`src/hw/snd_pkg.sv`:
```
package snd_pkg;

    // sound CPU memory map, decoded from wb_adr[15:12]
    //   0000-3fff  banked program ROM
    //   4xxx       tone generator, a0 = wb_adr[0]
    //   7xxx       shared port
    //   8000-9fff  work RAM
    //   c000-ffff  ROM bank 0 on reads, control registers on writes
    typedef enum logic [2:0] {
        region_rom,
        region_tone,
        region_shared,
        region_ram,
        region_ctrl,
        region_none
    } snd_region_e;

    // control register offsets, selected by wb_adr[13:12]
    localparam logic [1:0] CTRL_BANK_OFS = 2'd0;  // c000, bank in data[6:4]
    localparam logic [1:0] CTRL_IRQ_OFS  = 2'd2;  // e000, frame irq ack

    // banked ROM
    localparam int ROM_BANK_BITS = 3;
    localparam int ROM_ADDR_BITS = 17;
    localparam int ROM_OFS_BITS  = ROM_ADDR_BITS - ROM_BANK_BITS;

    // tone generator register addresses
    typedef enum logic [7:0] {
        tone_key    = 8'h00,  // bit 0 left on, bit 1 right on
        tone_level  = 8'h01,  // signed amplitude
        tone_period = 8'h02   // half period in sample ticks, 0 = constant
    } tone_reg_e;

    // audio timing and scaling
    localparam int SAMPLE_DIV  = 64;  // clk cycles per sample tick
    localparam int LEVEL_SHIFT = 7;

    // mixer gains, 4.4 fixed point
    localparam logic [7:0] FM_GAIN   = 8'h10;
    localparam logic [7:0] PCM_GAIN  = 8'h10;
    localparam int         GAIN_FRAC = 4;

endpackage

```
`src/hw/snd_bus_decode.sv`:
```
`timescale 1ns/10ps

module snd_bus_decode (
    input  logic        clk,
    input  logic        srst_n,
    // wishbone slave
    input  logic        wb_cyc,
    input  logic        wb_stb,
    input  logic        wb_we,
    input  logic [15:0] wb_adr,
    input  logic [ 7:0] wb_dat_w,
    output logic [ 7:0] wb_dat_r,
    output logic        wb_ack,
    // frame interrupt
    input  logic        lvbl,
    output logic        irq_n,
    // program ROM
    output logic        rom_cs,
    output logic [16:0] rom_addr,
    output logic        bus_busy,
    input  logic [ 7:0] rom_data,
    input  logic        rom_ok,
    // work RAM
    output logic        ram_we,
    input  logic [ 7:0] ram_dout,
    // shared port
    output logic        shared_cs,
    input  logic [ 7:0] shared_dout,
    // tone chip
    output logic        tone_cs,
    input  logic [ 7:0] tone_dout
);

    snd_pkg::snd_region_e region;

    logic [snd_pkg::ROM_BANK_BITS-1:0] bank;
    logic       req;       // new access pending this cycle
    logic       rom_hit;   // ROM data ready
    logic       lvbl_l;
    logic       high_win;
    logic [7:0] rd_mux;

    assign req      = wb_cyc & wb_stb & ~wb_ack;
    assign rom_hit  = rom_cs & rom_ok;
    assign high_win = &wb_adr[15:14];

    always_comb begin
        casez (wb_adr[15:12])
            4'b00??: region = snd_pkg::region_rom;
            4'b0100: region = snd_pkg::region_tone;
            4'b0111: region = snd_pkg::region_shared;
            4'b100?: region = snd_pkg::region_ram;
            4'b11??: region = wb_we ? snd_pkg::region_ctrl : snd_pkg::region_rom;
            default: region = snd_pkg::region_none;
        endcase
    end

    // high window always reads bank 0
    assign rom_addr = {high_win ? {snd_pkg::ROM_BANK_BITS{1'b0}} : bank,
                       wb_adr[snd_pkg::ROM_OFS_BITS-1:0]};
    assign bus_busy = rom_cs & ~rom_ok;

    assign ram_we    = req & wb_we & (region == snd_pkg::region_ram);
    assign shared_cs = req & (region == snd_pkg::region_shared);
    assign tone_cs   = req & (region == snd_pkg::region_tone);

    always_comb begin
        case (region)
            snd_pkg::region_tone:   rd_mux = tone_dout;
            snd_pkg::region_shared: rd_mux = shared_dout;
            snd_pkg::region_ram:    rd_mux = ram_dout;
            default:                rd_mux = 8'd0;  // ctrl and unmapped
        endcase
    end

    // read data lands together with wb_ack
    always_ff @(posedge clk) begin
        if (rom_hit) begin
            wb_dat_r <= rom_data;
        end else if (req && region != snd_pkg::region_rom) begin
            wb_dat_r <= rd_mux;
        end
    end

    always_ff @(posedge clk or negedge srst_n) begin
        if (!srst_n) begin
            wb_ack <= 1'b0;
            rom_cs <= 1'b0;
        end else begin
            wb_ack <= rom_hit | (req & (region != snd_pkg::region_rom));
            if (rom_hit) begin
                rom_cs <= 1'b0;
            end else if (req && region == snd_pkg::region_rom) begin
                rom_cs <= 1'b1;  // held until rom_ok
            end
        end
    end

    // bank register and frame irq latch
    always_ff @(posedge clk or negedge srst_n) begin
        if (!srst_n) begin
            bank   <= '0;
            irq_n  <= 1'b1;
            lvbl_l <= 1'b0;
        end else begin
            lvbl_l <= lvbl;
            if (req && region == snd_pkg::region_ctrl) begin
                if (wb_adr[13:12] == snd_pkg::CTRL_BANK_OFS) bank <= wb_dat_w[6:4];
                if (wb_adr[13:12] == snd_pkg::CTRL_IRQ_OFS) irq_n <= 1'b1;
            end
            if (!lvbl && lvbl_l) irq_n <= 1'b0;  // a new frame wins over the ack
        end
    end

    a_ack_single: assert property (@(posedge clk) disable iff (!srst_n)
        wb_ack |=> !wb_ack)
        else $error("wb_ack held for two cycles");

    a_rom_cs_stb: assert property (@(posedge clk) disable iff (!srst_n)
        $rose(rom_cs) |-> wb_stb)
        else $error("rom_cs rose without wb_stb");

endmodule

```
`src/hw/snd_tone_gen.sv`:
```
`timescale 1ns/10ps

module snd_tone_gen (
    input  logic               clk,
    input  logic               srst_n,
    // register port
    input  logic               cs,
    input  logic               we,
    input  logic               a0,
    input  logic        [ 7:0] din,
    output logic        [ 7:0] dout,
    // audio
    output logic               sample,
    output logic signed [15:0] fm_l,
    output logic signed [15:0] fm_r
);

    localparam int DIV_W = $clog2(snd_pkg::SAMPLE_DIV);

    snd_pkg::tone_reg_e reg_sel;

    logic        [1:0]       key;
    logic signed [7:0]       level;
    logic        [7:0]       period;
    logic        [DIV_W-1:0] div_cnt;
    logic        [7:0]       half_cnt;
    logic                    pol;      // 1 = negative half
    logic signed [15:0]      amp;
    logic signed [15:0]      wave;

    assign dout = {6'd0, key};

    // register writes, address phase then data phase
    always_ff @(posedge clk or negedge srst_n) begin
        if (!srst_n) begin
            reg_sel <= snd_pkg::tone_key;
            key     <= 2'd0;
            level   <= 8'sd0;
            period  <= 8'd0;
        end else if (cs && we) begin
            if (!a0) begin
                reg_sel <= snd_pkg::tone_reg_e'(din);
            end else begin
                case (reg_sel)
                    snd_pkg::tone_key:    key    <= din[1:0];
                    snd_pkg::tone_level:  level  <= din;
                    snd_pkg::tone_period: period <= din;
                    default: ;  // unknown address, ignored
                endcase
            end
        end
    end

    // sample tick divider
    always_ff @(posedge clk or negedge srst_n) begin
        if (!srst_n) begin
            div_cnt <= '0;
            sample  <= 1'b0;
        end else begin
            sample  <= (div_cnt == DIV_W'(snd_pkg::SAMPLE_DIV - 1));
            div_cnt <= div_cnt + 1'b1;
        end
    end

    assign amp  = 16'(level) <<< snd_pkg::LEVEL_SHIFT;  // sign kept by extension
    assign wave = pol ? -amp : amp;

    always_ff @(posedge clk or negedge srst_n) begin
        if (!srst_n) begin
            half_cnt <= 8'd0;
            pol      <= 1'b0;
            fm_l     <= 16'sd0;
            fm_r     <= 16'sd0;
        end else if (sample) begin
            if (period == 8'd0) begin
                half_cnt <= 8'd0;
                pol      <= 1'b0;  // constant level
            end else if (half_cnt >= period - 8'd1) begin
                half_cnt <= 8'd0;
                pol      <= ~pol;
            end else begin
                half_cnt <= half_cnt + 8'd1;
            end
            fm_l <= key[0] ? wave : 16'sd0;
            fm_r <= key[1] ? wave : 16'sd0;
        end
    end

endmodule

```
`src/hw/snd_mixer.sv`:
```
`timescale 1ns/10ps

module snd_mixer (
    input  logic               clk,
    input  logic               srst_n,
    input  logic signed [15:0] fm,
    input  logic signed [10:0] pcm,
    output logic signed [15:0] mixed,
    output logic               peak
);

    // gains as positive signed factors
    localparam logic signed [8:0] FM_G  = {1'b0, snd_pkg::FM_GAIN};
    localparam logic signed [8:0] PCM_G = {1'b0, snd_pkg::PCM_GAIN};

    logic signed [24:0] fm_prod;
    logic signed [19:0] pcm_prod;
    logic signed [25:0] sum;
    logic signed [21:0] scaled;
    logic signed [15:0] clamped;
    logic               clip;

    assign fm_prod  = fm * FM_G;
    assign pcm_prod = pcm * PCM_G;
    assign sum      = fm_prod + pcm_prod;
    assign scaled   = sum[25:snd_pkg::GAIN_FRAC];  // arithmetic shift, 4.4 gain

    always_comb begin
        clip    = 1'b1;
        if (scaled > 22'sd32767) begin
            clamped = 16'sh7fff;
        end else if (scaled < -22'sd32768) begin
            clamped = 16'sh8000;
        end else begin
            clamped = scaled[15:0];
            clip    = 1'b0;
        end
    end

    always_ff @(posedge clk or negedge srst_n) begin
        if (!srst_n) begin
            mixed <= 16'sd0;
            peak  <= 1'b0;
        end else begin
            mixed <= clamped;
            peak  <= clip;
        end
    end

    // without clipping the output is the plain scaled sum
    a_no_clip_exact: assert property (@(posedge clk) disable iff (!srst_n)
        ($past(srst_n) && !peak) |-> (mixed == $past(scaled)))
        else $error("mixer output differs from unclamped sum");

endmodule

```
`src/hw/snd_top.sv`:
```
`timescale 1ns/10ps

module snd_top (
    input  logic               clk,
    input  logic               srst_n,
    // wishbone slave
    input  logic               wb_cyc,
    input  logic               wb_stb,
    input  logic               wb_we,
    input  logic        [15:0] wb_adr,
    input  logic        [ 7:0] wb_dat_w,
    output logic        [ 7:0] wb_dat_r,
    output logic               wb_ack,
    // video timing
    input  logic               lvbl,
    output logic               irq_n,
    // program ROM
    output logic               rom_cs,
    output logic        [16:0] rom_addr,
    input  logic        [ 7:0] rom_data,
    input  logic               rom_ok,
    output logic               bus_busy,
    // work RAM and shared port
    output logic               ram_we,
    input  logic        [ 7:0] ram_dout,
    output logic               shared_cs,
    input  logic        [ 7:0] shared_dout,
    // audio
    input  logic signed [10:0] pcm_snd,
    output logic signed [15:0] left,
    output logic signed [15:0] right,
    output logic               sample,
    output logic               peak
);

    logic               tone_cs;
    logic        [ 7:0] tone_dout;
    logic signed [15:0] fm_l, fm_r;
    logic               peak_l, peak_r;

    assign peak = peak_l | peak_r;

    snd_bus_decode u_dec (
        .clk        (clk),
        .srst_n     (srst_n),
        .wb_cyc     (wb_cyc),
        .wb_stb     (wb_stb),
        .wb_we      (wb_we),
        .wb_adr     (wb_adr),
        .wb_dat_w   (wb_dat_w),
        .wb_dat_r   (wb_dat_r),
        .wb_ack     (wb_ack),
        .lvbl       (lvbl),
        .irq_n      (irq_n),
        .rom_cs     (rom_cs),
        .rom_addr   (rom_addr),
        .bus_busy   (bus_busy),
        .rom_data   (rom_data),
        .rom_ok     (rom_ok),
        .ram_we     (ram_we),
        .ram_dout   (ram_dout),
        .shared_cs  (shared_cs),
        .shared_dout(shared_dout),
        .tone_cs    (tone_cs),
        .tone_dout  (tone_dout)
    );

    snd_tone_gen u_tone (
        .clk   (clk),
        .srst_n(srst_n),
        .cs    (tone_cs),
        .we    (wb_we),
        .a0    (wb_adr[0]),  // address/data select
        .din   (wb_dat_w),
        .dout  (tone_dout),
        .sample(sample),
        .fm_l  (fm_l),
        .fm_r  (fm_r)
    );

    snd_mixer u_left (
        .clk   (clk),
        .srst_n(srst_n),
        .fm    (fm_l),
        .pcm   (pcm_snd),
        .mixed (left),
        .peak  (peak_l)
    );

    snd_mixer u_right (
        .clk   (clk),
        .srst_n(srst_n),
        .fm    (fm_r),
        .pcm   (pcm_snd),  // same PCM stream on both sides
        .mixed (right),
        .peak  (peak_r)
    );

endmodule

```
`config.mk`:
```
export PLATFORM = sky130hd
export DESIGN_NAME = snd_top
export DESIGN_NICKNAME = d
export VERILOG_FILES = /design/src/hw/snd_pkg.sv /design/src/hw/snd_bus_decode.sv /design/src/hw/snd_tone_gen.sv /design/src/hw/snd_mixer.sv /design/src/hw/snd_top.sv
export SDC_FILE = /design/constraint.sdc
export NUM_CORES = 1
export LEC_CHECK = 0
export BUFFER_PORTS_ARGS = -buffer_cell sky130_fd_sc_hd__buf_2
export CORE_MARGIN = 2
export CORE_UTILIZATION = 40
export CTS_CLUSTER_SIZE = 40
export DETAILED_ROUTE_END_ITERATION = 10
export GPL_ROUTABILITY_DRIVEN = 0
export HOLD_SLACK_MARGIN = 0.06
export PLACE_DENSITY = 0.66
export SETUP_SLACK_MARGIN = 0.02
export SYNTH_ARGS = -nofsm -noshare
export SYNTH_HDL_FRONTEND = slang
export SYNTH_HIERARCHICAL = 1
export SYNTH_SLANG_ARGS = --single-unit
```
`constraint.sdc`:
```
create_clock -name clk -period 5 [get_ports clk]
set_input_delay 0.5 -clock clk [delete_from_list [all_inputs] [get_ports clk]]
set_output_delay 0.5 -clock clk [all_outputs]
set_load 0.02 [all_outputs]
```
## Yosys cells after proc, flatten, opt, wreduce, memory -nomap -nowiden

Cells that the tools add are included.
Widths: inputs -> output; s select.

| storage, ports and cells | value |
|---|---|
| register bits after elaboration | 123 |
| input port bits | 66 |
| output and inout port bits | 65 |
| logic and storage cells | 109 |

| operators by class | value |
|---|---|
| $add $sub $neg | 6 |
| magnitude comparators | 5 |
| equal/unequal tests | 12 |
| multiplexer cells | 26 |
| bitwise operators | 15 |
| reductions and logical operators | 25 |

Operator list:

| operator | number |
|---|---|
| $mux 16 | 7 |
| $gt 22x16->1 const B | 2 |
| $lt 22x16->1 const B | 2 |
| $add 20x15->21 | 2 |
| $mux 8 | 4 |
| $pmux 8 s3 | 1 |
| $logic_not 8->1 | 2 |
| $neg 15->16 | 1 |
| $pmux 3 s5 | 1 |
| $mux 1 | 11 |
| $reduce_and 2->1 | 5 |
| $reduce_bool 2->1 | 5 |
| $and 1x1->1 | 9 |
| $reduce_and 3->1 | 3 |
| $add 8x1->8 const B | 1 |
| $eq 4x3->1 const B | 2 |
| $eq 8x1->1 const B | 1 |
| $eq 8x2->1 const B | 1 |
| $ge 8x8->1 | 1 |
| $sub 8x1->8 const B | 1 |
| $add 6x1->6 const B | 1 |
| $eq 3x2->1 const B | 2 |
| $eq 3x3->1 const B | 2 |
| $eq 6x6->1 const B | 1 |
| 10 further kinds | 21 |

## Depth between registers and ports, before layout

Gate-level depths: netlist of run 1.

| depth | value |
|---|---|
| word-level depth | 6 |
| gate-level depth with buffers | 11 |
| depth with buffers taken out | 10 |

## By module

The synthesis of run 1 kept the hierarchy.

Modules (own cells, without submodules):

| module | times used | cells each | area an instance (sq um) | seq. area each (sq um) |
|---|---|---|---|---|
| snd_tone_gen | 1 | 260 | 2992.9 | 1501.4 |
| snd_mixer | 2 | 150 | 1431.4 | 425.4 |
| snd_bus_decode | 1 | 116 | 1164.9 | 416.6 |
| snd_top | 1 | 1 | 6.3 | 0.0 |

## Worst setup path before layout of run 1

Ideal clock, no wire load.

| timing | value |
|---|---|
| path kind | in2reg |
| start | input pcm_snd[10] |
| end | register u_left.mixed[14] |
| setup time | 0.126 ns |
| arrival | 2.160 ns |
| setup slack | 2.714 ns |
| cell stages on the path | 7 |
| cells stage by stage | ha_1 > clkbuf_1 > nand4_1 > o211a_1 > a2111oi_4 > o211ai_4 > maj3_2 |

| on the way | value |
|---|---|
| word-level cells in the longest chain between the ends | 4 |
| elaborated cells on any way between the ends | 5 |
| those cells by class | add/sub: 1; order compare: 2; mux: 2 |

RTL lines:

| element | line | source |
|---|---|---|
| start, declared | snd_top.sv:29 | `input logic signed [10:0] pcm_snd,` |
| $add 20x15->21 (*) | snd_mixer.sv:25 | `assign sum = fm_prod + pcm_prod;` |
| $lt 22x16->1 | snd_mixer.sv:32 | `end else if (scaled < -22'sd32768) begin` |
| $mux 16 | snd_mixer.sv:32 |  |
| $mux 16 (*) | snd_mixer.sv:30 | `if (scaled > 22'sd32767) begin` |
| named net u_left.clamped[14] | snd_mixer.sv:20 | `logic signed [15:0] clamped;` |
| end signal, assigned | snd_mixer.sv:45 | `mixed <= clamped;` |
| end, declared | snd_mixer.sv:8 | `output logic signed [15:0] mixed,` |

The timed path passes the listed nets; every way through them passes the cells marked *.
A chain may end at the register's enable or synchronous reset.

## Worst setup path in the final report of run 1

| timing | value |
|---|---|
| start | register u_tone.period[5] |
| end | register u_tone.pol |

| on the way | value |
|---|---|
| word-level cells in the longest chain between the ends | 4 |
| elaborated cells on any way between the ends | 6 |
| those cells by class | add/sub: 1; order compare: 1; mux: 1; reduce/logical: 3 |

RTL lines:

| element | line | source |
|---|---|---|
| start, declared | snd_tone_gen.sv:24 | `logic [7:0] period;` |
| start signal, assigned | snd_tone_gen.sv:47 | `snd_pkg::tone_period: period <= din;` |
| $sub 8x1->8 | snd_tone_gen.sv:78 | `end else if (half_cnt >= period - 8'd1) begin` |
| $ge 8x8->1 | snd_tone_gen.sv:78 |  |
| $reduce_bool 2->1 (no source line) | - |  |
| $reduce_and 2->1 (no source line) | - |  |
| end signal, assigned | snd_tone_gen.sv:80 | `pol <= ~pol;` |
| end, declared | snd_tone_gen.sv:27 | `logic pol;` |

Parallel ways exist; a longest one is shown, timed or not.

==> metrics.txt, run 1 <==
status finished clean; drt total wl 14.7 mm; number of port buffers 108; chip width 137 µm; Vias per Instance 5.21; first-pass GRT wire length 23.6 mm; CP Max Fanout 9; Syn Area/Cell 10.4 µm²; diode count 0; clk_lat worst skew 360 ps; Wirelength per Cell 14.9 µm; TNS Setup 0 ps; Slew Viols, Final 0; Worst Path Required 5280 ps; top post-synthesis cells by area dfrtp_1 (36%), ha_1 (8.0%), buf_4 (3.7%), edfxtp_1 (3.4%), mux2_2 (3.0%); relative slew slack 0.200; max_cap viols 0; Post-CTS Setup Inserts 0; num rows 48; area share of the largest cell type after synthesis 0.356; r2r setup slk 2450 ps; Root Driver clkbuf_16; Die ar. 18600 µm²; Syn Inst Count 677; Distinct cells, synth 71; crit-path cells nor4_1, nand2_1, xor2_1, ha_1, a21oi_1, o21ai_0, a21oi_2, a21oi_1, o22ai_1; share of cells above drive strength 1 0.250; WP buf/inv 0; post-layout min period 2550 ps; WS Path Type reg2reg; CP dominant cell by count a21oi_1; CTS Sinks 109; Num CTS Buffers 9; initial core utilization 0.408; largest net degree at the start of global routing 61; sequential area share after synthesis 0.394; Hold Crit Class in2async; CP startpoint kind flop; f_max 391 MHz; Clock Pin Slew Worst Setup and Hold Paths 80 ps; HPWL after detailed placement 11.2 mm; io pins 131; synthesized cell area 7030 µm²; GRT overflow 0; most frequent cells in the layout buf_2 (107), dfrtp_1 (100), ha_1 (45); Yosys reg bits 109; Power Density 265 nW/µm²; worst slew pin tran 1190 ps; final hold slack 207 ps; Synth async-reset ratio 0.927; Syn-to-layout area delta 11.5%; period utilization 0.511; Layout Nets 873; CTS H-Tree Depth 3; vias in the first global route 4697; clock skew 6.82 ps; First-pass DRT Iterations 4; peak supply drop 0.252 mV; EDFF count, synth 8; DRC viols 0; CTS tree done; core region area 17200 µm²; Clock Tree Buf Depth 2; Worst path slowest cell nor4_1; post-cts resize count 0; Setup violations, final 0; critical path's top delay family compound AO/OA/AOI/OAI gates; Final Hold Viols 0; Ys Warns 6; CP peak stage delay 480 ps; dominant synthesized flop cell dfrtp_1; Hold Buf Count CTS 0; post-synth top area cell dfrtp_1; ANT nets after route 0; Setup crit end kind flop; die height 137 µm; initial antenna violation count 0; Leak Pwr 0.00367 µW; Via Count 5161; Total GRT Usage 0.160; Detailed Route Iter0 Violations 326; CP arrival 2840 ps; most common cell after layout, fill and taps aside buf_2; RSZ-0062 raised after global routing no
[per-layer routing]
metal	up-vias	share of wire	global-route usage
met4	0	0.013	0.0353
met3	12	0.037	0.0430
met1	2476	0.48	0.226
met5	-	0	0
li1	2575	-	-
met2	98	0.47	0.246
[state kept, by name, indices dropped and copies added (netlist names), 3 cells and up]
name / count
u_right/mixed: 16
u_tone/fm_r: 9
u_left/mixed: 16
u_tone/reg_sel: 8
u_tone/fm_l: 9
u_tone/level: 8
u_tone/div_cnt: 6
u_tone/half_cnt: 8
u_dec/bank: 3
u_dec/wb_dat_r: 8
u_tone/period: 8
[final timing paths]
path	cells past startpoint	start	endpoint
max in group asynchronous	2	srst_n	u_dec/irq_n
worst max-delay path	9	u_tone/period[5]	u_tone/pol
min in group clk	1	lvbl	u_dec/lvbl_l
worst min register to register	1	u_dec/lvbl_l	u_dec/irq_n
worst max register to register	9	u_tone/period[5]	u_tone/pol
worst min-delay path	1	srst_n	u_left/mixed[10]
[logic make-up after synthesis]
family,count (synthesis),share of synthesized area
compound gates,170,0.170
xor+xnor,46,0.0573
fa+ha+maj,55,0.0986
buf+inv,84,0.0718
flops,109,0.394
mux,31,0.0538
other cells,1,0.000534
simple gates,181,0.154
[stage by stage]
| step | setup slack (ps) | instance area [µm²] | power, µW | utilization | std cells |
|---|---|---|---|---|---|
| 2_1_floorplan | 2710 | 7100 | 1270 | - | 696 |
| 3_3_place_gp | 2360 | 7530 | 1370 | 0.437 | 974 |
| 3_5_place_dp | 2300 | 7530 | 1370 | 0.437 | 974 |
| 4_1_cts | 2420 | 7840 | 2100 | 0.455 | 990 |
| 5_1_grt | 2180 | 7840 | 2180 | 0.455 | 990 |
| 6_report | 2450 | 7840 | 2080 | 0.455 | 990 |
[where the power goes]
part | switching, µW | internal (µW) | leakage (µW)
registers | 20.9 | 945 | 0.00138
clock network | 363 | 356 | 0.000148
logic | 244 | 150 | 0.00215
[final cells by class]
class / instances / area (µm²)
Multi-Input combinational cell: 503 / 3820
Sequential cell: 109 / 2770
Inverter: 28 / 105
Timing Repair Buffer: 109 / 551
Clock inverter: 7 / 78.8
Fill cell: 1653 / 9400
Tap cell: 225 / 282
Clock buffer: 9 / 225
[Yosys cell counts, drive strengths merged (3+ instances only)]
| cell | count |
|---|---|
| inv | 28 |
| and2 | 7 |
| a21o | 5 |
| nor4 | 6 |
| or3 | 5 |
| and3 | 3 |
| nor2 | 37 |
| clkbuf | 10 |
| a21boi | 8 |
| nand2 | 33 |
| buf | 46 |
| mux2 | 30 |
| nor3 | 7 |
| o211a | 4 |
| nand4b | 4 |
| xnor2 | 22 |
| maj3 | 8 |
| a211oi | 11 |
| o21ai | 57 |
| xor2 | 24 |
| nor2b | 10 |
| a31oi | 4 |
| dfrtp | 100 |
| ha | 45 |
| edfxtp | 8 |
| a32oi | 8 |
| nand4 | 6 |
| nor4bb | 8 |
| nand3 | 26 |
| o2bb2ai | 14 |
| nand2b | 10 |
| and3b | 8 |
| a21oi | 36 |
| o211ai | 7 |
[worst register-to-register path: cells and delay by family (launching register included)]
| family | cells | cell delay, ps |
|---|---|---|
| adders and majority gates | 1 | 290 |
| xor gates and xnor gates | 1 | 170 |
| AOI/OAI and AO/OA | 5 | 1000 |
| and+or+nand+nor | 2 | 610 |
| DFF | 1 | 420 |
Note: power is estimated with default switching activity, not from simulation.
==> run 2, diff against run 1 <==
==> constraint.sdc (replaced) <==
create_clock -name clk -period 2.65 [get_ports clk]
set_input_delay 0.265 -clock clk [delete_from_list [all_inputs] [get_ports clk]]
set_output_delay 0.265 -clock clk [all_outputs]
set_load 0.02 [all_outputs]
==> metrics.txt, run 2 (synthesis gave the netlist of run 1 again) <==
largest net degree at the start of global routing 59; max_cap viols 0; placed insts 980; Clock Tree Buf Depth 2; die height 137 µm; Vias per Instance 5.28; most frequent cells in the layout buf_2 (107), dfrtp_1 (100), ha_1 (45); crit path capture u_left/mixed[9]; clock skew 8.24 ps; clk_lat worst skew 360 ps; Worst Path Required 2880 ps; Psw 1120 µW; Leak Pwr 0.00371 µW; Power Total 3940 µW; CTS tree done; biggest regs u_left/mixed: 16 flops, u_right/mixed: 16 flops; Total GRT Usage 0.169; GRT overflow 0; initial antenna violation count 0; cell count of the worst reg-to-reg path 7; most common cell after layout, fill and taps aside buf_2; ANT nets after route 0; vias in the first global route 5059; Root Driver clkbuf_16; peak supply drop 0.461 mV; chip width 137 µm; Detailed Route Iter0 Violations 246; diode count 0; M1 GR Usage 0.228; First-pass DRT Iterations 4; Setup violations, final 0; Slew Viols, Final 0; dpl ws 183 ps; initial core utilization 0.408; HPWL after detailed placement 11.4 mm; TNS Setup 0 ps; drt total wl 15.0 mm; post-layout min period 2400 ps; reg2reg start u_tone/fm_l[14]; capturing point of the worst reg2reg path u_left/mixed[9]; Flop pwr share 0.463; relative slew slack 0.176; Cell Count, Final, Fillers Out 998; Setup crit end kind flop; Power Density 498 nW/µm²; CP arrival 2630 ps; final hold slack 173 ps; routing usage on met3 0.0304; core region area 17200 µm²; share of cells above drive strength 1 0.254; status finished clean; CTS H-Tree Depth 3; Syn-to-layout area delta 12.5%; Num CTS Buffers 9; CP Max Fanout 11; f_max 417 MHz; number of port buffers 108; internal power 2810 µW; Die ar. 18600 µm²; crit path launch u_tone/fm_l[14]; GR Util met2 0.277; period utilization 0.904; DRC viols 0; Hold Crit Class in2reg; WS Path Type reg2reg; Layout Nets 881; switching share of power 0.285; Final Hold Viols 0; CTS Sinks 109; num rows 48; first-pass GRT wire length 24.8 mm; Clock Pin Slew Worst Setup and Hold Paths 70 ps; combinational power share 0.191; Clk network pwr share 0.346; Post-CTS Setup Inserts 0; CP startpoint kind flop; Wirelength per Cell 15.0 µm; worst slew pin tran 1220 ps; Final Worst Setup Slack 254 ps; r2r setup slk 250 ps; io pins 131; Fillers 1630; RSZ-0062 raised after global routing no; GRT busiest layer met2; Via Count 5266
run 2: layer usage:
layer  share of wire  routed length [µm]  vias up
met2            0.48                7170      102
met4           0.013                 192        0
met5               0                   0        -
li1                -                   -     2604
met1            0.47                7010     2550
met3           0.041                 612       10
run 2: timing repair:
| item | in CTS | in global routing |
|---|---|---|
| hold buffers | 2 | 0 |
| resized for setup | 0 | 0 |
| hold endpoints to repair | 44 | 0 |
run 2: final cells by class:
class                   instances  area, µm²  area share
clock buffers                  10        229      0.0290
clock inverters                 6       68.8     0.00870
inverters                      28        105      0.0133
multi-input cells             503       3820       0.484
flip-flops and latches        109       2770       0.350
well taps                     225        282      0.0356
repair buffers                117        628      0.0794
run 2: critical path: stages, from the launching register on:
cell,delay (ps)
dfrtp_1,400
ha_1,390
o21ai_0,190
o211a_1,280
a2111oi_4,380
o211ai_4,210
nor2_4,280
o21ai_1,130
run 2: power groups by stage:
stage	Clock [µW]	Combinational [µW]	Sequential (µW)
5_1_grt	1480	832	1840
3_5_place_dp	0	740	1860
6_report	1360	752	1830
3_3_place_gp	0	734	1860
4_1_cts	1410	746	1830
2_1_floorplan	0	441	1960
run 2: per-stage QoR:
step            util  area, µm²
3_3_place_gp   0.440       7590
5_1_grt        0.459       7910
6_report       0.459       7910
3_5_place_dp   0.440       7590
4_1_cts        0.459       7910
2_1_floorplan      -       7100
run 2: worst min-delay path by stage:
stage,from,to,slack [ps],depth (start not counted)
2_1_floorplan,srst_n,u_dec/bank[0],-30,0
6_report,wb_dat_w[7],u_tone/level[7],170,2
5_1_grt,wb_dat_w[7],u_tone/level[7],170,2
3_5_place_dp,srst_n,u_left/mixed[15],300,1
4_1_cts,wb_dat_w[7],u_tone/level[7],160,2
3_3_place_gp,srst_n,u_left/mixed[15],290,1
==> run 3, diff against run 2 <==
--- a/config.mk
+++ b/config.mk
@@ -12,6 +12,7 @@
 export DETAILED_ROUTE_END_ITERATION = 10
 export GPL_ROUTABILITY_DRIVEN = 0
 export HOLD_SLACK_MARGIN = 0.06
+export MAX_ROUTING_LAYER = met4
 export PLACE_DENSITY = 0.66
 export SETUP_SLACK_MARGIN = 0.02
 export SYNTH_ARGS = -nofsm -noshare
==> metrics.txt, run 3 (synthesis gave the netlist of run 1 again) <==
status finished clean; WS Path Type reg2reg; GRT busiest layer met2; worst slew pin tran 1200 ps; CP startpoint kind flop; CTS Sinks 109; post-cts resize count 0; Num CTS Buffers 9; diode count 0; initial core utilization 0.408; die height 137 µm; Clock Pin Slew Worst Setup and Hold Paths 80 ps; TNS Setup 0 ps; Detailed Route Iter0 Violations 248; GRT overflow 0; io pins 131; Clock Tree Buf Depth 2; num rows 48; share of cells above drive strength 1 0.254; chip width 137 µm; Hold Startpoint wb_dat_w[7]; max_cap viols 0; Hold Crit Class in2reg; Via Count 5232; peak supply drop 0.465 mV; Final Hold Viols 0; biggest regs u_left/mixed: 16 flops, u_right/mixed: 16 flops; clock skew 9.44 ps; period utilization 0.903; Syn-to-layout area delta 12.5%; Die ar. 18600 µm²; routing usage on met3 0.0300; initial antenna violation count 0; f_max 418 MHz; reg2reg start u_tone/fm_l[14]; vias in the first global route 5056; Vias per Instance 5.24; number of port buffers 108; RSZ-0062 raised after global routing no; ANT nets after route 0; Root Driver clkbuf_16; CTS tree done; CP Max Fanout 11; most common cell after layout, fill and taps aside buf_2; Total GRT Usage 0.174; Setup crit end kind flop; CP arrival 2620 ps; Worst Path Required 2880 ps; Setup violations, final 0; Power Total 3940 µW; first-pass GRT wire length 24.8 mm; Wirelength per Cell 15.0 µm; DRC viols 0; Leak Pwr 0.00371 µW; M1 GR Usage 0.228; GR Util met2 0.277; crit path launch u_tone/fm_l[14]; Layout Nets 881; Slew Viols, Final 0; clk_lat worst skew 360 ps; dpl ws 183 ps; most frequent cells in the layout buf_2 (107), dfrtp_1 (100), ha_1 (45); core region area 17200 µm²; drt total wl 15.0 mm; CTS H-Tree Depth 3; post-layout min period 2390 ps; largest net degree at the start of global routing 59; Final Worst Setup Slack 256 ps; HPWL after detailed placement 11.4 mm; Power Density 498 nW/µm²; relative slew slack 0.189; First-pass DRT Iterations 4
-- run 3: worst paths after layout --
path                                    endpoint  slack, ps  cells past startpoint
max in group asynchronous            u_dec/irq_n       1440                      3
worst max-delay path             u_left/mixed[9]        260                      7
min in group asynchronous       u_left/mixed[15]        450                      2
worst max register to register   u_left/mixed[9]        260                      7
worst min-delay path             u_tone/level[7]        170                      2
worst min register to register       u_dec/irq_n        400                      1
-- run 3: stage by stage --
| step | cells | hold slack [ps] | util | cell area [µm²] |
|---|---|---|---|---|
| 4_1_cts | 998 | 161 | 0.459 | 7910 |
| 6_report | 998 | 174 | 0.459 | 7910 |
| 5_1_grt | 998 | 168 | 0.459 | 7910 |
| 3_3_place_gp | 980 | 294 | 0.440 | 7590 |
| 2_1_floorplan | 696 | -30.6 | - | 7100 |
| 3_5_place_dp | 980 | 301 | 0.440 | 7590 |
-- run 3: layout make-up --
class / instances / area, µm²
tap: 225 / 282
sequential: 109 / 2770
multi-input combinational: 503 / 3820
clock inverter: 6 / 68.8
inverter: 28 / 105
fill: 1630 / 9330
clock buffer: 10 / 229
timing repair buffer: 117 / 628
-- run 3: timing repair --
item	4_1_cts	5_1_grt
buffers inserted	0	0
endpoints found under the hold margin	44	0
hold buffers	2	0
-- run 3: power by group --
| part | switching (µW) | internal [µW] | total, µW |
|---|---|---|---|
| logic | 461 | 290 | 751 |
| clock network | 623 | 740 | 1360 |
| registers | 41.3 | 1780 | 1830 |
| total | 1130 | 2810 | 3940 |
-- run 3: worst max-delay path: stages, from the launching register on --
cell,delay [ps]
dfrtp_1,400
ha_1,390
o21ai_0,190
o211a_1,280
a2111oi_4,380
o211ai_4,210
nor2_4,280
o21ai_1,130
-- run 3: layer usage --
metal	wire, µm	vias up
met5	0	-
met3	610	10
li1	-	2601
met1	7000	2508
met4	189	0
met2	7170	113
